File: src/soc_bus_params.svh
// Slot count, Wishbone widths and memory depth macros for the SoC bus
`ifndef SOC_BUS_PARAMS_SVH
`define SOC_BUS_PARAMS_SVH

// Wishbone slots
// --------------------

// Number of peripheral slots, one cyc/ack pair each
`define SOC_WB_N 2

// Word address width seen by a slot
`define SOC_WB_AW 16

// Slot data width
`define SOC_WB_DW 32

// Memories
// --------------------

// BRAM, 256 words at 0x00000000
`define SOC_BRAM_AW 8

// SPRAM, 32768 words at 0x00020000
`define SOC_SPRAM_AW 15

`endif

File: src/soc_bus_pkg.sv
// Bus vector typedefs, request/response structs and slot FSM states
`include "soc_bus_params.svh"

package soc_bus_pkg;

	// Plain vectors
	// --------------------
	typedef logic [31:0] cpu_addr_t;
	typedef logic [31:0] bus_data_t;
	typedef logic [3:0] byte_strb_t;
	typedef logic [`SOC_SPRAM_AW-1:0] ram_addr_t;
	typedef logic [`SOC_WB_AW-1:0] wb_addr_t;
	typedef logic [`SOC_WB_N-1:0] wb_sel_t;

	// Bundles
	// --------------------

	// CPU side request, held until ready
	typedef struct packed {
		cpu_addr_t addr;
		bus_data_t wdata;
		byte_strb_t wstrb;
		logic valid;
	} cpu_req_t;

	typedef struct packed {
		bus_data_t rdata;
		logic ready;
	} cpu_rsp_t;

	// Shared by both RAMs, set mask bit keeps the byte
	typedef struct packed {
		ram_addr_t addr;
		bus_data_t wdata;
		byte_strb_t wmsk;
		logic we;
	} ram_req_t;

	// Broadcast to every slot, cyc is per slot
	typedef struct packed {
		wb_addr_t addr;
		bus_data_t wdata;
		byte_strb_t wmsk;
		logic we;
	} wb_req_t;

	// Slot ack sequencer
	typedef enum logic [1:0] {
		WB_IDLE,
		WB_WAIT,
		WB_ACK
	} wb_state_t;

endpackage

File: src/soc_wb_regs.sv
// Wishbone slot with four byte-writable scratch registers and ack wait states
`include "soc_bus_params.svh"

module soc_wb_regs #(
	parameter int ACK_WAIT = 0
) (
	input  logic                   clk,
	input  logic                   wb_cyc_rst,
	input  soc_bus_pkg::wb_req_t   req,
	input  logic                   cyc,
	output logic                   ack,
	output soc_bus_pkg::bus_data_t rdata
);

	localparam int CW = (ACK_WAIT > 1) ? $clog2(ACK_WAIT) : 1;

	soc_bus_pkg::wb_state_t state;
	logic [CW-1:0] wait_cnt;
	soc_bus_pkg::bus_data_t regs [4];
	logic [1:0] sel;

	assign sel = req.addr[1:0];

	// Ack sequencer
	// --------------------
	always_ff @(posedge clk) begin
		if (wb_cyc_rst) begin
			state    <= soc_bus_pkg::WB_IDLE;
			wait_cnt <= '0;
		end else begin
			case (state)
				soc_bus_pkg::WB_IDLE: begin
					wait_cnt <= '0;
					if (cyc) begin
						if (ACK_WAIT == 0)
							state <= soc_bus_pkg::WB_ACK;
						else
							state <= soc_bus_pkg::WB_WAIT;
					end
				end
				soc_bus_pkg::WB_WAIT: begin
					// Master gave up, abandon the access
					if (!cyc)
						state <= soc_bus_pkg::WB_IDLE;
					else if (wait_cnt == CW'(ACK_WAIT - 1))
						state <= soc_bus_pkg::WB_ACK;
					else
						wait_cnt <= wait_cnt + 1'b1;
				end
				// Single cycle ack, always back to idle
				default: state <= soc_bus_pkg::WB_IDLE;
			endcase
		end
	end

	assign ack = (state == soc_bus_pkg::WB_ACK);

	// Registers
	// --------------------
	always_ff @(posedge clk) begin
		if (wb_cyc_rst) begin
			regs <= '{default: '0};
		end else if (ack && cyc && req.we) begin
			for (int b = 0; b < `SOC_WB_DW / 8; b++) begin
				if (!req.wmsk[b])
					regs[sel][8*b +: 8] <= req.wdata[8*b +: 8];
			end
		end
	end

	// Zero outside ack so the bridge can OR all slots
	assign rdata = ack ? regs[sel] : '0;

	// Bridge must keep cyc up through the ack cycle
	a_ack_cyc: assert property (@(posedge clk) disable iff (wb_cyc_rst)
		ack |-> cyc);

endmodule

File: config.mk
export PLATFORM = sky130hd
export DESIGN_NAME = soc_wb_regs
export DESIGN_NICKNAME = d
export VERILOG_FILES = /design/src/soc_bus_pkg.sv /design/src/soc_wb_regs.sv
export VERILOG_INCLUDE_DIRS = /design/src
export SDC_FILE = /design/constraint.sdc
export NUM_CORES = 1
export LEC_CHECK = 0
export ABC_AREA = 1
export ABC_CLOCK_PERIOD_IN_PS = 3200
export BUFFER_PORTS_ARGS = -buffer_cell sky130_fd_sc_hd__buf_2
export CAP_MARGIN = 0
export CORE_MARGIN = 2
export CORE_UTILIZATION = 50
export DETAILED_ROUTE_END_ITERATION = 10
export GPL_TIMING_DRIVEN = 0
export PLACE_DENSITY = 0.76
export SLEW_MARGIN = 25
export SYNTH_ARGS = -nofsm -noshare
export SYNTH_HDL_FRONTEND = slang
export SYNTH_SLANG_ARGS = --single-unit
export TNS_END_PERCENT = 5
File: constraint.sdc
create_clock -name clk -period 3.2 [get_ports clk]
set_input_delay 0.16 -clock clk [delete_from_list [all_inputs] [get_ports clk]]
set_output_delay 0.16 -clock clk [all_outputs]
set_load 0.005 [all_outputs]
# [Word level (Yosys, flattened, before mapping)]
# Cells that the tools add are included.
[op_classes] n_addsub=1 n_mul=0 n_div=0 order_cmp=2 n_eq_ne=5 shift=0 n_mux=33 bitwise_logic=1 n_reduce_logical=7
[ops] operator="$mux 128" count=10
[ops] operator="$bwmux 128" count=4
[ops] operator="$demux 32 s2" count=4
[ops] operator="$mux 32" count=4
[ops] operator="$bmux 32 s2" count=1
[ops] operator="$mux 24" count=1
[ops] operator="$mux 16" count=1
[ops] operator="$mux 8" count=1
[ops] operator="$mux 2" count=3
[ops] operator="$ne 2x2->1 const B" count=2
[ops] operator="$pmux 2 s2" count=1
[ops] operator="$reduce_and 2->1" count=2
[ops] operator="$ge 3x3->1 const B" count=1
[ops] operator="$logic_and 1x1->1" count=3
[ops] operator="$lt 3x1->1 const B" count=1
[ops] operator="$ne 3x3->1 const B" count=1
[ops] operator="$not 2->3" count=1
[ops] operator="$eq 2x1->1 const B" count=1
[ops] operator="$eq 2x2->1 const B" count=1
[ops] operator="$logic_not 2->1" count=1
[ops] operator="$mux 1" count=2
[ops] operator="$pmux 1 s2" count=1
[ops] operator="$reduce_bool 2->1" count=1
[ops] operator="$add 1x1->1 const B" count=1
[totals] ff_bits=131 latchBits=0 mem_bits_rw=0 romBits=0 in_bits=56 out_inout_bits=33 elab_cells=55 memories=0

# [Depth between registers and ports, before layout]
[logic_depth] word_depth=19 depth_mapped=8

# [Worst setup path before layout]
# No wires, ideal clock.
[synth_timing] kind="register to register" startpoint="register state[1]" endpoint="register regs[24] (netlist bit)" setup_ps=113 arrival_ps=1154 setup_slack_ps=1933 path_stages_with_launch=8 synth_period_minus_slack_ps=1267 path_cell_list="dfxtp_1 -> nand2_1 -> nor2_1 -> buf_2 -> buf_2 -> nand4_1 -> nand2_1 -> nor2_1"
[synth_via] elab_chain_len=3
[synth_rtl] item="from (decl)" line_no="soc_wb_regs.sv:17" rtl="soc_bus_pkg::wb_state_t state;"
[synth_rtl] item="from (signal assigned)" line_no="soc_wb_regs.sv:28" rtl="state <= soc_bus_pkg::WB_IDLE;"
[synth_rtl] item="from (signal assigned)" line_no="soc_wb_regs.sv:36" rtl="state <= soc_bus_pkg::WB_ACK;"
[synth_rtl] item="from (signal assigned)" line_no="soc_wb_regs.sv:38" rtl="state <= soc_bus_pkg::WB_WAIT;"
[synth_rtl] item="$eq 2x2->1" line_no="soc_wb_regs.sv:56" rtl="assign ack = (state == soc_bus_pkg::WB_ACK);"
[synth_rtl] item="$logic_and 1x1->1 (2 in series)" line_no="soc_wb_regs.sv:63" rtl="end else if (ack && cyc && req.we) begin"
[synth_rtl] item="to (signal, indexed assignment)" line_no="soc_wb_regs.sv:66" rtl="regs[sel][8*b +: 8] <= req.wdata[8*b +: 8];"
[synth_rtl] item="to (decl)" line_no="soc_wb_regs.sv:19" rtl="soc_bus_pkg::bus_data_t regs [4];"
# No other way between the ends.
# A chain may end at the register's enable or synchronous reset.

# [Worst setup path after layout]
[layout_timing] startpoint="register state[1]" endpoint="output port rdata[21]"
[layout_via] elab_chain_len=2
[layout_rtl] item="$eq 2x2->1" line_no="soc_wb_regs.sv:56"
[layout_rtl] item="$mux 32" line_no="soc_wb_regs.sv:72" rtl="assign rdata = ack ? regs[sel] : '0;"
[layout_rtl] item="to (decl)" line_no="soc_wb_regs.sv:12" rtl="output soc_bus_pkg::bus_data_t rdata"
# No other way between the ends.

==> results.md <==
- Worst-Skew Late Latency: about 0.43 ns
- Boundary Pins: 89
- Max IR drop VDD: 0.312 mV
- Post-layout util: roughly three fifths
- Most frequent cells after synthesis: nor2_1, nand2_1, dfxtp_1
- Final setup fails: 0
- 1st-pass router iterations: 5
- Largest net degree at the start of global routing: 17
- Pwr per Cell Area: 511 nW/um^2
- Critical path arrival: 1.93 ns
- Total CTS buffers: 17
- Critical Path RT: 3.04 ns
- Crit path kind: register to primary output
- Seq/Total Area, Yosys: 40.5%
- Fmax: 479 MHz
- Die area: 13700 um^2
- Synth Flop Type: dfxtp_1
- Clk sinks: about 130
- DP HPWL: 13800 um
- Tcrit/Tclk final: 65.3%
- Design area: 7550 um^2
- Post-Syn Nets: 1098
- Final WL: 21000 um
- Post_cts resized: 0
- P_leak: approximately 3.5 nW
- ANT cells: 0
- Clk buf depth: 2
- Post-route ant nets: 0
- Placed cell area: about 7000 um^2
- Syn-to-layout area delta: 18.5%
- Core area: 12500 um^2
- CTS tree: done
- Worst Hold Class: primary input to register
- Initial core utilization: between 50% and 60%
- GPL Wtd Cong: 0.906
- Async set-or-reset flop fraction in the synthesized netlist: 0%
- Vias in the first global route: 6143
- Drt wl/cell: around 16 um
- Yosys warning total: 0
- Crit-path max FO: 10
- Min Tclk post-route: 2.09 ns
- Clock transition at path regs: 0.05 ns
- Largest cells by area after synthesis: dfxtp_1, nor2_1, nand2_1
- Most frequent cell after synthesis: nor2_1
- Mapped Area: 6370 um^2
- First-pass GRT wire length: 32400 um
- GRT Total Usage: 32.0%
- Accumulated negative setup slack: 0 ns
- Top cell type's share of synthesized area: approximately two fifths
- Layout cells sized above 1: 12.4%
- Synth unique cells: 13
- Die outline width: 117 um
- Max-cap violations: 0
- Status: finished clean
- EDFF count, synth: 0
- FILL cells: 1318
- Initial antenna violation count: 0
- Via density: 5.35
- Post-synth top area cell: dfxtp_1
- FF+latch count, synth: approximately 130
- PortBufs: 74
- # DRC: 0
- RSZ-0062 raised after global routing: false
- Final Max Slew Viols: 0
- Final Hold Fails: 0
- Syn Inst Count: approximately 1000
- DR iter-0 viols: 641
- Row count: 41
- H-tree depth: 4
- Clock skew: around 0.0036 ns
- Setup crit end kind: primary output
- Post-CTS setup buffers: 0
- Avg Cell Area, Syn: 6.12 um^2
- Total number of vias: 7067
- Slew HR: between 40% and 50%
- Setup crit start kind: register
- Final net count: 1192
- CTS root buffer: clkbuf_16
- Worst-Margin Slew: 0.846 ns
- Overflow after GRT: 0
- Die H: 117 um
## routing by layer
layer	vias to the layer above	track usage (%)	wire (um)
li1	3488	-	-
met1	3138	42.4	8770
met2	371	49.1	9220
met3	70	6.80	2090
met4	0	17.0	886
met5	-	0	0
## layout make-up
| class | instances | area [um^2] | area share [%] |
|---|---|---|---|
| plain buffers | 69 | 308 | 4.08 |
| flip-flops and latches | 129 | 2580 | 34.2 |
| multi-input cells | 799 | 3310 | 43.9 |
| clock buffers | 28 | 537 | 7.11 |
| well taps | 172 | 215 | 2.85 |
| clock inverters | 4 | 45.0 | 0.597 |
| repair buffers | 75 | 380 | 5.04 |
| inverters | 45 | 169 | 2.24 |
## state kept, by name, indices dropped and copies added, names as in the netlist
name and cells:
regs 128, state 1
## power breakdown
part           internal, mW  total [mW]  leakage [nW]  switching [mW]
Combinational        0.0784       0.322          2.22           0.243
Clock                  1.21        1.91         0.290           0.701
Sequential             1.62        1.62          1.04         0.00672
## through the flow
stage,cells,setup slack [ns],hold WS (ns),power (mW)
6_report,1321,1.11,0.0429,3.86
5_1_grt,1321,1.01,0.0628,3.96
4_1_cts,1321,1.11,0.0310,3.85
3_5_place_dp,1288,1.42,0.349,1.97
3_3_place_gp,1288,1.45,0.341,1.96
2_1_floorplan,1042,1.93,0.237,1.84
## cell families after synthesis
kind of cell	synth area share, %
buffers and inverters	7.48
flip-flops	40.5
AND/OR/NAND/NOR	52.0
## worst max-delay path, stage by stage (launching register included)
cell	delay, ns
dfxtp_1	0.40
inv_1	0.16
clkbuf_1	0.59
nor2_1	0.17
buf_2	0.18
## placed cells by master, fill, tap and decap left out
cell           instances
buf_1                 20
buf_2                110
buf_4                  1
bufinv_16              1
clkbuf_1              16
clkbuf_16             17
clkbuf_8               7
clkinv_2               3
dfxtp_1              129
dlygate4sd3_1          1
inv_1                 44
inv_2                  1
nand2_1              334
nand3_1                1
nand4_1              123
nor2_1               338
nor2_2                 2
nor3_1                 1
## path summary, 6_finish.rpt
path                               start         to  slack (ns)  cells past startpoint
worst max-delay path            state[1]  rdata[21]        1.11                      4
worst min-delay path                 cyc   state[1]        0.04                      3
worst max register to register  state[1]   regs[55]        1.41                      7
worst min register to register   regs[4]    regs[4]        0.48                      2
## what timing repair did
action                     in CTS  in global routing
hold endpoints to repair        1                  0
hold buffers                    1                  0
setup endpoints to repair       0                  0
No activity file was read; power rests on OpenSTA's default activity.
