<file path="src/soc_bus_params.svh">
// Slot count, Wishbone widths and memory depth macros for the SoC bus
`ifndef SOC_BUS_PARAMS_SVH
`define SOC_BUS_PARAMS_SVH

// Wishbone slots
// --------------------

// Number of peripheral slots, one cyc/ack pair each
`define SOC_WB_N 2

// Word address width seen by a slot
`define SOC_WB_AW 16

// Slot data width
`define SOC_WB_DW 32

// Memories
// --------------------

// BRAM, 256 words at 0x00000000
`define SOC_BRAM_AW 8

// SPRAM, 32768 words at 0x00020000
`define SOC_SPRAM_AW 15

`endif

</file>
<file path="src/soc_bus_pkg.sv">
// Bus vector typedefs, request/response structs and slot FSM states
`include "soc_bus_params.svh"

package soc_bus_pkg;

	// Plain vectors
	// --------------------
	typedef logic [31:0] cpu_addr_t;
	typedef logic [31:0] bus_data_t;
	typedef logic [3:0] byte_strb_t;
	typedef logic [`SOC_SPRAM_AW-1:0] ram_addr_t;
	typedef logic [`SOC_WB_AW-1:0] wb_addr_t;
	typedef logic [`SOC_WB_N-1:0] wb_sel_t;

	// Bundles
	// --------------------

	// CPU side request, held until ready
	typedef struct packed {
		cpu_addr_t addr;
		bus_data_t wdata;
		byte_strb_t wstrb;
		logic valid;
	} cpu_req_t;

	typedef struct packed {
		bus_data_t rdata;
		logic ready;
	} cpu_rsp_t;

	// Shared by both RAMs, set mask bit keeps the byte
	typedef struct packed {
		ram_addr_t addr;
		bus_data_t wdata;
		byte_strb_t wmsk;
		logic we;
	} ram_req_t;

	// Broadcast to every slot, cyc is per slot
	typedef struct packed {
		wb_addr_t addr;
		bus_data_t wdata;
		byte_strb_t wmsk;
		logic we;
	} wb_req_t;

	// Slot ack sequencer
	typedef enum logic [1:0] {
		WB_IDLE,
		WB_WAIT,
		WB_ACK
	} wb_state_t;

endpackage

</file>
<file path="src/soc_cpu_bridge.sv">
// CPU bus bridge: RAM and Wishbone slot decode, ready and read data merge
`include "soc_bus_params.svh"

module soc_cpu_bridge (
	input  logic                   clk,
	input  logic                   wb_cyc_rst,

	// CPU bus
	input  soc_bus_pkg::cpu_req_t  cpu_req,
	output soc_bus_pkg::cpu_rsp_t  cpu_rsp,

	// RAMs
	output soc_bus_pkg::ram_req_t  ram_req,
	output logic                   bram_we,
	output logic                   spram_we,
	input  soc_bus_pkg::bus_data_t bram_rdata,
	input  soc_bus_pkg::bus_data_t spram_rdata,

	// Wishbone slots
	output soc_bus_pkg::wb_req_t   wb_req,
	output soc_bus_pkg::wb_sel_t   wb_cyc,
	input  soc_bus_pkg::wb_sel_t   wb_ack,
	input  soc_bus_pkg::bus_data_t wb_rdata [`SOC_WB_N]
);

	logic ram_sel;
	logic ram_rdy;
	soc_bus_pkg::bus_data_t ram_rdata;

	soc_bus_pkg::wb_sel_t wb_match;
	logic wb_cyc_kill;
	logic wb_rdy;
	soc_bus_pkg::bus_data_t wb_rdata_or;
	soc_bus_pkg::bus_data_t wb_rdata_reg;

	// RAM access
	// --------------------
	// BRAM at 0x00000000, SPRAM at 0x00020000, bit 17 picks one

	assign ram_sel = cpu_req.valid & ~cpu_req.addr[31];

	assign ram_req.addr  = cpu_req.addr[`SOC_SPRAM_AW+1:2];
	assign ram_req.wdata = cpu_req.wdata;
	assign ram_req.wmsk  = ~cpu_req.wstrb;
	assign ram_req.we    = ram_sel & |cpu_req.wstrb;

	assign bram_we  = ram_req.we & ~cpu_req.addr[17];
	assign spram_we = ram_req.we &  cpu_req.addr[17];

	always_comb begin
		if (cpu_req.addr[31])
			ram_rdata = '0;
		else if (cpu_req.addr[17])
			ram_rdata = spram_rdata;
		else
			ram_rdata = bram_rdata;
	end

	// One wait state, the pulse clears itself
	always_ff @(posedge clk) begin
		if (wb_cyc_rst)
			ram_rdy <= 1'b0;
		else
			ram_rdy <= ram_sel & ~ram_rdy;
	end

	// Wishbone
	// --------------------
	// Slot s at 0x8s000000

	always_comb begin
		wb_match = '0;
		for (int i = 0; i < `SOC_WB_N; i++)
			wb_match[i] = (cpu_req.addr[27:24] == 4'(i));
	end

	// Drop cyc as soon as the registered ack shows, no second access
	assign wb_cyc_kill = ~cpu_req.valid | ~cpu_req.addr[31] | wb_rdy;
	assign wb_cyc = wb_cyc_kill ? '0 : wb_match;

	assign wb_req.addr  = cpu_req.addr[`SOC_WB_AW+1:2];
	assign wb_req.wdata = cpu_req.wdata;
	assign wb_req.wmsk  = ~cpu_req.wstrb;
	assign wb_req.we    = |cpu_req.wstrb;

	// Idle slots return zero
	always_comb begin
		wb_rdata_or = '0;
		for (int i = 0; i < `SOC_WB_N; i++)
			wb_rdata_or = wb_rdata_or | wb_rdata[i];
	end

	always_ff @(posedge clk) begin
		if (wb_cyc_rst) begin
			wb_rdy       <= 1'b0;
			wb_rdata_reg <= '0;
		end else begin
			wb_rdy       <= |wb_ack;
			wb_rdata_reg <= wb_rdata_or;
		end
	end

	// Response merge
	// --------------------
	assign cpu_rsp.rdata = ram_rdata | wb_rdata_reg;
	assign cpu_rsp.ready = ram_rdy | wb_rdy;

	// Only one slot may acknowledge at a time
	a_ack_onehot: assert property (@(posedge clk) disable iff (wb_cyc_rst)
		$onehot0(wb_ack));

	// Ready answers a pending request, from RAM or a slot ack
	a_ready_valid: assert property (@(posedge clk) disable iff (wb_cyc_rst)
		$rose(cpu_rsp.ready) |-> cpu_req.valid);

endmodule

</file>
<file path="config.mk">
export PLATFORM = sky130hd
export DESIGN_NAME = soc_cpu_bridge
export DESIGN_NICKNAME = d
export VERILOG_FILES = /design/src/soc_bus_pkg.sv /design/src/soc_cpu_bridge.sv
export VERILOG_INCLUDE_DIRS = /design/src
export SDC_FILE = /design/constraint.sdc
export NUM_CORES = 1
export LEC_CHECK = 0
export ABC_CLOCK_PERIOD_IN_PS = 1250
export BUFFER_PORTS_ARGS = -buffer_cell sky130_fd_sc_hd__buf_2
export CELL_PAD_IN_SITES_DETAIL_PLACEMENT = 0
export CELL_PAD_IN_SITES_GLOBAL_PLACEMENT = 2
export CORE_MARGIN = 1.5
export CORE_UTILIZATION = 12
export CTS_CLUSTER_SIZE = 20
export DETAILED_ROUTE_END_ITERATION = 16
export GPL_TIMING_DRIVEN = 0
export PLACE_DENSITY = 0.84
export SLEW_MARGIN = 30
export SYNTH_ARGS = -nofsm -noshare
export SYNTH_HDL_FRONTEND = slang
export SYNTH_SLANG_ARGS = --single-unit
</file>
<file path="constraint.sdc">
create_clock -name clk -period 1.25 [get_ports clk]
set_input_delay 0.25 -clock clk [delete_from_list [all_inputs] [get_ports clk]]
set_output_delay 0.25 -clock clk [all_outputs]
set_load 0.01 [all_outputs]
</file>
# Yosys cells after proc, flatten, opt, wreduce, memory -nomap -nowiden
# Cells that the tools add are included.
# word_totals
regBits,34
in_bits,201
elab_cells,25
# classes
n_eq_ne,1
mux,3
bitwise,15
reduce_logical,3
# op_table
cell,count
$mux W32,2
$or A32 B32 Y32,2
$and A1 B1 Y1,5
$eq A4 B1 Y1 const B,1
$logic_not A4 Y1,1
$not A1 Y1,4
$not A4 Y4,1
$reduce_or A4 Y1,1
$or A1 B1 Y1,3
$mux W2,1
$reduce_or A2 Y1,1

# Logic depth before layout (Yosys ltp)
# Gate-level depths: netlist of the first run.
# depth
ltp_word,4
depth_mapped,4
depth_no_buf,2

# Worst setup path before layout of the first run
# OpenSTA, ideal clock, no wires.
# synth_timing
path_type,in2out
startpoint,input port cpu_req[68] (netlist bit)
endpoint,output port wb_cyc[1]
arrival_ns,1.144
required_time_ns,1.000
path_slack_ns,-0.144
path_stages,3
cell_sequence,buf_4 -> or4b_1 -> and4bb_1
# synth_between
elab_chain_len,4
# synth_lines
element,line_no,text
start: declaration,soc_cpu_bridge.sv:9,"input soc_bus_pkg::cpu_req_t cpu_req,"
$not A1 Y1,soc_cpu_bridge.sv:78,assign wb_cyc_kill = ~cpu_req.valid | ~cpu_req.addr[31] | wb_rdy;
$or A1 B1 Y1 (2 in series),soc_cpu_bridge.sv:78,
$mux W2,soc_cpu_bridge.sv:79,assign wb_cyc = wb_cyc_kill ? '0 : wb_match;
end: declaration,soc_cpu_bridge.sv:21,"output soc_bus_pkg::wb_sel_t wb_cyc,"
# Every way passes these cells.

# Final worst setup path of the first run
# layout_timing
startpoint,input port cpu_req[62] (netlist bit)
endpoint,output port wb_cyc[0]
# layout_between
elab_chain_len,2
# layout_lines
element,line_no,text
$logic_not A4 Y1,soc_cpu_bridge.sv:74,wb_match[i] = (cpu_req.addr[27:24] == 4'(i));
$mux W2,soc_cpu_bridge.sv:79,
# Every way passes these cells.

==> results of run 1 <==
## what timing repair did
action | in CTS | in global routing
pin swaps | 1 | 5
setup buffers | 0 | 1
gates resized for setup | 31 | 9
setup endpoints to repair | 37 | 28
hold buffers | 0 | 0
gates cloned | 2 | 1
## power by group through the flow
stage          Clock (mW)  Sequential, mW  Combinational (mW)
2_1_floorplan           0            1.19               0.640
3_3_place_gp            0            1.20                1.19
3_5_place_dp            0            1.20                1.20
4_1_cts              1.52            1.17                1.28
5_1_grt              1.55            1.18                1.39
6_report             1.43            1.17                1.27
## cell type report
type	instances	area, um2
fill	2153	14920
timing repair buffer	285	1520
multi-input combinational	140	950.9
buffer	111	877.1
sequential	34	681.9
tap	265	331.6
clock buffer	7	132.6
clock inverter	1	30.03
inverter	5	18.77
## cell families (layout without fill, tap and decap cells)
kind of cell,Yosys count,in the layout,synth area share
buf+inv,116,409,0.3424
simple gates,76,76,0.1366
mux,32,32,0.1345
compound gates,32,32,0.1008
flops,34,34,0.2857
## worst max-delay path, delay by kind of cell
family,cells,cell delay [ns]
AND/OR/NAND/NOR,2,0.76
buffers and inverters,2,0.26
## how the worst min path moves through the flow
stage / to / cells past startpoint / from / slack, ns
after detailed placement: ram_rdy / 1 / ram_rdy / 0.41
final: wb_rdata_reg[15] / 3 / wb_rdata[47] / 0.16
after global placement: ram_rdy / 1 / ram_rdy / 0.40
after global routing: wb_rdata_reg[11] / 3 / wb_rdata[43] / 0.16
after floorplan: wb_rdata_reg[0] / 2 / wb_rdata[32] / 0.37
after CTS: wb_rdata_reg[15] / 3 / wb_rdata[47] / 0.15
## layout by cell type, fill, tap and decap left out, types with 3 or more instances in the layout
master / netlist / final
dfxtp_1: 34 / 33
mux2i_1: 32 / 28
clkbuf_2: 0 / 4
buf_12: 0 / 3
buf_4: 100 / 99
clkbuf_16: 0 / 6
o21bai_1: 32 / 32
buf_16: 0 / 3
inv_1: 5 / 5
nor2_1: 67 / 67
buf_6: 0 / 3
buf_2: 4 / 278
clkbuf_1: 7 / 5
## metal layers
layer | global-route usage | wire length, um
met1 | 0.1038 | 4073
met2 | 0.1594 | 5304
met3 | 0.01833 | 663
met4 | 0.02900 | 124
met5 | 0 | 0
==> run metrics, run 1 <==
status finished with violations; failing checks negative setup slack; DRT Wirelength 10.17 mm; Clock power frac 0.370; Post-DP HPWL 8.468 mm; number of antenna violations at the first check in global routing 0; Layout area overhead 90.70%; Yosys top cell area share 0.3151; Mapped Nets 491; Post-Synthesis Cells 290; Synth Warn # 0; Fmax 655.2 MHz; gr ovfl total 0; dominant synthesized flop cell dfxtp_1; maximum vdd drop 0.3873 mV; final slew viol count 0; DR iter-0 viols 34; Critical-path top delay cell or4b_4; R2R Path Start ram_rdy; clk buf depth 2; cells along the critical path buf_6 -> or4b_4 -> nor4b_4 -> buf_2; startpoint types input port; unrepaired setup endpoints after global routing true; number of remaining DRC errors 0; R2R Setup Slk 0.71 ns; Avg WL per Cell 11.99 um; skew final 0 ns; setup TNS -0.5654 ns; Total GRT Usage 0.08858; Final Cycle Share 1.221; min Tclk post-route 1.526 ns; Final Util 0.2334; first-pass GRT wire length 13.24 mm; Hold/Removal Path Class input port to register; leakage power 2.519 nW; Final Power 3.874 mW; count leader, synth buf_4; Synth async-reset ratio 0; DR vias/cell 3.209; CTS buffer count 5; die boundary height 143.9 um; # rows 51; IO Port Bufs 281; Pint 2.834 mW; Max Cap Viol 0; power per cell area 852.8 nW/um2; Post-DP Area 4145 um2; Place WS -0.4860 ns; CTS Sinks 34; Synth top cells by count 100 x buf_4, 67 x nor2_1, 34 x dfxtp_1, 32 x mux2i_1, 32 x o21bai_1; Inst Count DP 836; Netlist cell types 16; post-synth top area cell buf_4; Rel. slew slack 0.6549; Core ar. 19460 um2; switching share of power 0.2684; Worst EP required 1.00 ns; Flop pwr share 0.303; setup slack after layout -0.2762 ns; Hold Fails Final Rpt 0; CTS tree yes; router iterations before antenna repair 4; Final ANT Viol Nets 0; Antenna Cells 0; average size of a mapped cell 8.215 um2; EDFF count, synth 0; largest net degree at the start of global routing 11; CTS root buf clkbuf_16; Largest register FFs 32; Seq/Total Area, Yosys 0.2857; combinational share of power 0.327; Critical Path Max Stage Delay 0.54 ns; Total Nets Final 783; Design Area, Final 4543 um2; Worst-Skew Late Latency 0.28 ns; Setup CP Type input port to output pin; critical path capture point type output pin; Yosys reg bits 34; R2R Path End ram_rdy; Final Setup Violations 4; via count 2721; io pins 343; endpoint arrival time on the critical path 1.28 ns; share of layout cells above drive strength 1 0.6998; initial core utilization 0.1224; CP max FO 2; Die ar. 20710 um2; Switch Pwr 1.040 mW; Slew @ Worst Pin 0.5176 ns; CP startpoint cpu_req[62]; CTS clk-pin slew, worst paths 0.06 ns; WHS 0.1627 ns; die width 143.9 um; Netlist Area Pre-Place 2382 um2; fin cells 848; worst reg-to-reg path cell count 1; largest cells by area after synthesis buf_4 32%, dfxtp_1 29%, mux2i_1 13%, nor2_1 11%, o21bai_1 10%; routability cong. 0.7117; crit path to wb_cyc[0]; CTS H-tree lvls 2; vias in the first global route 2439
(Power assumes the default switching activity.)
==> run 2: changes to the inputs <==
- CORE_MARGIN: 1.5 -> 2
==> run metrics, run 2 (synthesis results as in run 1) <==
Critical-path top delay cell or4b_4 (unchanged); Post-DP HPWL 8.450 mm (was 8.468 mm); Worst-Skew Late Latency 0.28 ns (about the same); number of antenna violations at the first check in global routing 0 (unchanged); vias in the first global route 2784 (was 2439); min Tclk post-route 1.521 ns (was 1.526 ns); setup slack after layout -0.2709 ns (was -0.2762 ns); switching share of power 0.2788 (was 0.2684); leakage power 2.534 nW (was 2.519 nW); maximum vdd drop 0.4158 mV (was 0.3873 mV); # rows 51 (unchanged); commonest cells after routing, fill and taps aside 278 x buf_2, 101 x buf_4, 67 x nor2_1 (was 278 x buf_2, 99 x buf_4, 67 x nor2_1); Final ANT Viol Nets 0 (unchanged); gr ovfl total 0 (unchanged); Layout area overhead 92.07% (was 90.70%); Max Cap Viol 0 (unchanged); largest net degree at the start of global routing 13 (was 11); Switch Pwr 1.097 mW (was 1.040 mW); Flop pwr share 0.298 (was 0.303); power per cell area 859.9 nW/um2 (was 852.8 nW/um2); share of layout cells above drive strength 1 0.7009 (was 0.6998); Rel. slew slack 0.5615 (was 0.6549); number of remaining DRC errors 0 (unchanged); Core ar. 19460 um2 (unchanged); skew final 0 ns (unchanged); final slew viol count 0 (unchanged); Hold Fails Final Rpt 0 (unchanged); initial core utilization 0.1224 (unchanged); CTS clk-pin slew, worst paths 0.06 ns (about the same); Final Cycle Share 1.217 (was 1.221); CTS tree yes (unchanged); CTS root buf clkbuf_16 (unchanged); CTS H-tree lvls 2 (unchanged); Total GRT Usage 0.09394 (was 0.08858); routability cong. 0.7021 (was 0.7117); Largest register FFs 32 (unchanged); Fillers 2171 (was 2153); combinational share of power 0.324 (was 0.327); Die ar. 21000 um2 (was 20710 um2); Clock power frac 0.379 (was 0.370); Worst EP required 1.00 ns (about the same); first-pass GRT wire length 15.19 mm (was 13.24 mm); Pint 2.838 mW (was 2.834 mW); Final Setup Violations 2 (was 4); DR iter-0 viols 34 (unchanged); Final Power 3.935 mW (was 3.874 mW); cells along the critical path buf_6 -> or4b_4 -> nor4b_4 -> buf_2 (unchanged); startpoint types input port (unchanged); Critical Path Max Stage Delay 0.55 ns (was 0.54 ns); CP max FO 2 (unchanged); Total Nets Final 785 (was 783); status finished with violations (unchanged); via count 2729 (was 2721); Hold/Removal Path Class input port to register (unchanged); DR vias/cell 3.211 (was 3.209); Antenna Cells 0 (unchanged); CTS Sinks 34 (unchanged); DRT Wirelength 10.42 mm (was 10.17 mm); commonest non-fill, non-tap cell in the layout buf_2 (unchanged); die boundary height 144.9 um (was 143.9 um); CTS buffer count 5 (unchanged); router iterations before antenna repair 3 (was 4); endpoint arrival time on the critical path 1.27 ns (was 1.28 ns); die width 144.9 um (was 143.9 um); IO Port Bufs 281 (unchanged); clk buf depth 2 (unchanged); failing checks negative setup slack (unchanged); Fmax 657.5 MHz (was 655.2 MHz); Avg WL per Cell 12.26 um (was 11.99 um); CP top delay family simple AND/OR/NAND/NOR gates (unchanged); io pins 343 (unchanged); Slew @ Worst Pin 0.6578 ns (was 0.5176 ns); unrepaired setup endpoints after global routing true (unchanged); Setup CP Type input port to output pin (unchanged); setup TNS -0.5353 ns (was -0.5654 ns); critical path capture point type output pin (unchanged); CP bufs+invs 2 (unchanged)
-- run 2: cell types whose count changed in the layout (fill, tap and decap cells not counted), sizes merged --
| cell | delta |
|---|---|
| buf | +1 |
| clkbuf | -1 |
| clkinvlp | +2 |
-- run 2: cell type report --
class / instances / area (um2) / area share
tap: 265 / 331.6 / 0.07246
timing repair buffer: 287 / 1549 / 0.3385
inverter: 5 / 18.77 / 0.004102
buffer: 111 / 875.8 / 0.1914
clock inverter: 3 / 45.04 / 0.009844
sequential: 34 / 681.9 / 0.1490
clock buffer: 5 / 125.1 / 0.02734
multi-input combinational: 140 / 948.4 / 0.2073
-- run 2: path summary, 6_finish.rpt --
path | start | to | slack (ns) | depth (start not counted)
max | cpu_req[62] | wb_cyc[0] | -0.27 | 4
min | wb_rdata[51] | wb_rdata_reg[19] | 0.16 | 3
min reg2reg | ram_rdy | ram_rdy | 0.41 | 1
max reg2reg | ram_rdy | ram_rdy | 0.70 | 1
-- run 2: routing by layer --
layer	vias up	wire, um	global-route usage
li1	1419	-	-
met1	1164	4144	0.1072
met2	134	5448	0.1717
met3	12	637	0.01918
met4	0	189	0.03515
met5	-	0	0
-- run 2: power by group through the flow --
stage          clock network, mW  registers [mW]  logic, mW
5_1_grt                     1.61            1.18       1.39
6_report                    1.49            1.17       1.27
3_5_place_dp                   0            1.20       1.19
2_1_floorplan                  0            1.19      0.640
3_3_place_gp                   0            1.19       1.19
4_1_cts                     1.58            1.17       1.28
-- run 2: per-stage QoR --
| stage | cell area (um2) | cells | util | worst slack [ns] | hold WS (ns) |
|---|---|---|---|---|---|
| floorplan | 2407 | 290 | - | -0.1099 | 0.3658 |
| global placement | 4145 | 836 | 0.2130 | -0.4222 | 0.4009 |
| detailed placement | 4145 | 836 | 0.2130 | -0.4490 | 0.4037 |
| CTS | 4507 | 847 | 0.2316 | -0.2839 | 0.1406 |
| global route | 4576 | 850 | 0.2351 | -0.2948 | 0.1569 |
| finish | 4576 | 850 | 0.2351 | -0.2709 | 0.1590 |
-- run 2: timing repair --
item	in CTS	in global routing
buffers inserted	1	1
hold buffers	0	0
gates cloned	2	2
pin swaps	3	5
resized for setup	32	4
endpoints found under the setup margin	36	29
==> run 3: changes to the inputs <==
- ABC_AREA: not set -> 1
- PLACE_DENSITY: 0.84 -> 0.81
==> run metrics, run 3 <==
HP Start wb_rdata[35] (was wb_rdata[51]); Total Nets Final 953 (was 785); CP max FO 2 (unchanged); EDFF count, synth 0 (unchanged); Fillers 2726 (was 2171); fin cells 1072 (was 850); leakage power 3.053 nW (was 2.534 nW); setup TNS 0 ns (was -0.5353 ns); first-pass GRT wire length 15.87 mm (was 15.19 mm); cells along the critical path nor2_1 -> nand2_1 -> nor2_1 -> buf_2 (was buf_6 -> or4b_4 -> nor4b_4 -> buf_2); clk buf depth 2 (unchanged); CP startpoint wb_rdy (was cpu_req[62]); number of remaining DRC errors 0 (unchanged); commonest non-fill, non-tap cell in the layout buf_2 (unchanged); maximum vdd drop 0.4034 mV (was 0.4158 mV); via count 3283 (was 2729); Fmax 817.1 MHz (was 657.5 MHz); Synth async-reset ratio 0 (unchanged); CTS buffer count 5 (unchanged); number of antenna violations at the first check in global routing 0 (unchanged); status finished, final reports clean (was finished with violations); startpoint types register (was input port); DR WL met3 773 um (was 637 um); Synth top cells by count 102 x inv_1, 101 x buf_4, 82 x nand2_1, 75 x nor2_1, 34 x dfxtp_1 (was 100 x buf_4, 67 x nor2_1, 34 x dfxtp_1, 32 x mux2i_1, 32 x o21bai_1); CTS tree yes (unchanged); die width 157.3 um (was 144.9 um); most frequent CP cell nor2_1; Hold/Removal Path Class input port to register (unchanged); Setup CP Type register to output pin (was input port to output pin); Yosys top cell area share 0.2689 (was 0.3151); dominant synthesized flop cell dfxtp_1 (unchanged); DR top layer met4 (unchanged); DRT Wirelength 11.42 mm (was 10.42 mm); R2R Setup Slk 0.71 ns (was 0.70 ns); Layout area overhead 73.29% (was 92.07%); CP bufs+invs 1 (was 2); WHS 0.1645 ns (was 0.1590 ns); Final Cycle Share 0.9791 (was 1.217); Die ar. 24740 um2 (was 21000 um2); vias in the first global route 3064 (was 2784); Max Cap Viol 0 (unchanged); largest cells by area after synthesis buf_4 27%, dfxtp_1 24%, inv_1 14%, nand2_1 11%, nor2_1 10% (was buf_4 32%, dfxtp_1 29%, mux2i_1 13%, nor2_1 11%, o21bai_1 10%); gr ovfl total 0 (unchanged); R2R Path Start ram_rdy (unchanged); Hold Fails Final Rpt 0 (unchanged); routability cong. 0.7627 (was 0.7021); Worst EP required 1.00 ns (about the same); Core ar. 23260 um2 (was 19460 um2); Rel. slew slack 0.8301 (was 0.5615); IO Port Bufs 282 (was 281); Mapped Nets 663 (was 491); Avg WL per Cell 10.65 um (was 12.26 um); Critical-path top delay cell dfxtp_2 (was or4b_4); count leader, synth inv_1 (was buf_4); wire length on met1 4.767 mm (was 4.144 mm); Seq/Total Area, Yosys 0.2413 (was 0.2857); final slew viol count 0 (unchanged); Post-Synthesis Cells 462 (was 290); # rows 56 (was 51); Post-DP HPWL 9.656 mm (was 8.450 mm); CTS Sinks 34 (unchanged); commonest cells after routing, fill and taps aside 285 x buf_2, 102 x inv_1, 100 x buf_4 (was 278 x buf_2, 101 x buf_4, 67 x nor2_1); skew final 0 ns (unchanged); average size of a mapped cell 6.104 um2 (was 8.215 um2); DR iter-0 viols 65 (was 34); Critical Path Max Stage Delay 0.32 ns (was 0.55 ns); min Tclk post-route 1.224 ns (was 1.521 ns); Post-DP Area 4631 um2 (was 4145 um2); endpoint arrival time on the critical path 0.97 ns (was 1.27 ns); io pins 343 (unchanged); post-synth top area cell buf_4 (unchanged); Worst-Skew Late Latency 0.28 ns (about the same); power per cell area 779.0 nW/um2 (was 859.9 nW/um2); Setup Buffers After CTS 0 (was 1); Slew @ Worst Pin 0.2548 ns (was 0.6578 ns); met2 WL 5.746 mm (was 5.448 mm); initial core utilization 0.1212 (was 0.1224); Netlist Area Pre-Place 2820 um2 (was 2382 um2); Yosys reg bits 34 (unchanged); Final Setup Violations 0 (was 2); Netlist cell types 15 (was 16); DR vias/cell 3.063 (was 3.211); critical path capture point type output pin (unchanged); Largest register FFs 32 (unchanged); die boundary height 157.3 um (was 144.9 um); CP top delay family flip-flops (was simple AND/OR/NAND/NOR gates); Design Area, Final 4887 um2 (was 4576 um2); Synth Warn # 0 (unchanged); Antenna Cells 0 (unchanged); Inst Count DP 1063 (was 836); CTS clk-pin slew, worst paths 0.06 ns (about the same); router iterations before antenna repair 3 (unchanged); Total GRT Usage 0.08613 (was 0.09394); unrepaired setup endpoints after global routing true (unchanged); largest net degree at the start of global routing 11 (was 13); share of layout cells above drive strength 1 0.5684 (was 0.7009); CTS H-tree lvls 2 (unchanged); CTS root buf clkbuf_16 (unchanged); Final ANT Viol Nets 0 (unchanged)
-- run 3: cell types whose count changed after synthesis, moves of 3 or more --
| cell | delta |
|---|---|
| inv_1 | +97 |
| nand2_1 | +82 |
| mux2i_1 | -32 |
| nand3_1 | +32 |
| o21bai_1 | -32 |
| nand2_2 | +19 |
| nor2_1 | +8 |
| clkbuf_1 | -7 |
| buf_2 | +3 |
| buf_6 | +3 |
-- run 3: repair_timing --
action,4_1_cts,5_1_grt
pin swaps,3,1
endpoints found under the setup margin,35,29
hold buffers,0,0
resized for setup,10,14
gates cloned,0,1
-- run 3: kinds of logic (layout without fill, tap and decap cells) --
group	after synthesis	count (layout)	share of synthesized area
AND/OR/NAND/NOR	211	211	0.3146
buffers and inverters	217	508	0.4441
flip-flops	34	34	0.2413
-- run 3: power breakdown --
group | total (mW) | leakage [nW] | internal (mW) | switching, mW
registers | 1.18 | 0.286 | 1.16 | 0.0189
clock network | 1.31 | 0.0739 | 0.792 | 0.516
logic | 1.32 | 2.69 | 0.714 | 0.610
-- run 3: routing by layer --
metal,vias up,GRT usage
met5,-,0
met3,8,0.01542
met1,1341,0.1054
met2,145,0.1524
li1,1789,-
met4,0,0.02727
-- run 3: through the flow --
step	util	power, mW	worst slack [ns]
final	0.2101	3.807	0.02609
after global routing	0.2101	4.096	-0.08315
after detailed placement	0.1991	2.514	-0.2291
after global placement	0.1991	2.511	-0.2116
after floorplan	-	1.916	0.2508
after CTS	0.2068	3.909	-0.03178
-- run 3: worst paths after layout --
check / endpoint / cells past startpoint
worst min register to register: ram_rdy / 1
worst max register to register: ram_rdy / 1
worst min-delay path: wb_rdata_reg[3] / 3
worst max-delay path: wb_cyc[0] / 4
-- run 3: area by class of cell --
class | instances | area (um2) | share of cell area
Timing Repair Buffer | 283 | 1443 | 0.2952
Clock inverter | 1 | 5.005 | 0.001024
Multi-Input combinational cell | 211 | 897.1 | 0.1836
Tap cell | 319 | 399.1 | 0.08167
Inverter | 104 | 407.9 | 0.08346
Buffer | 113 | 910.9 | 0.1864
Clock buffer | 7 | 142.6 | 0.02919
Sequential cell | 34 | 681.9 | 0.1395
-- run 3: tightest hold or removal path, stage by stage --
cell    delay (ns)
buf_2         0.07
nor2_1        0.03
nor2_1        0.06
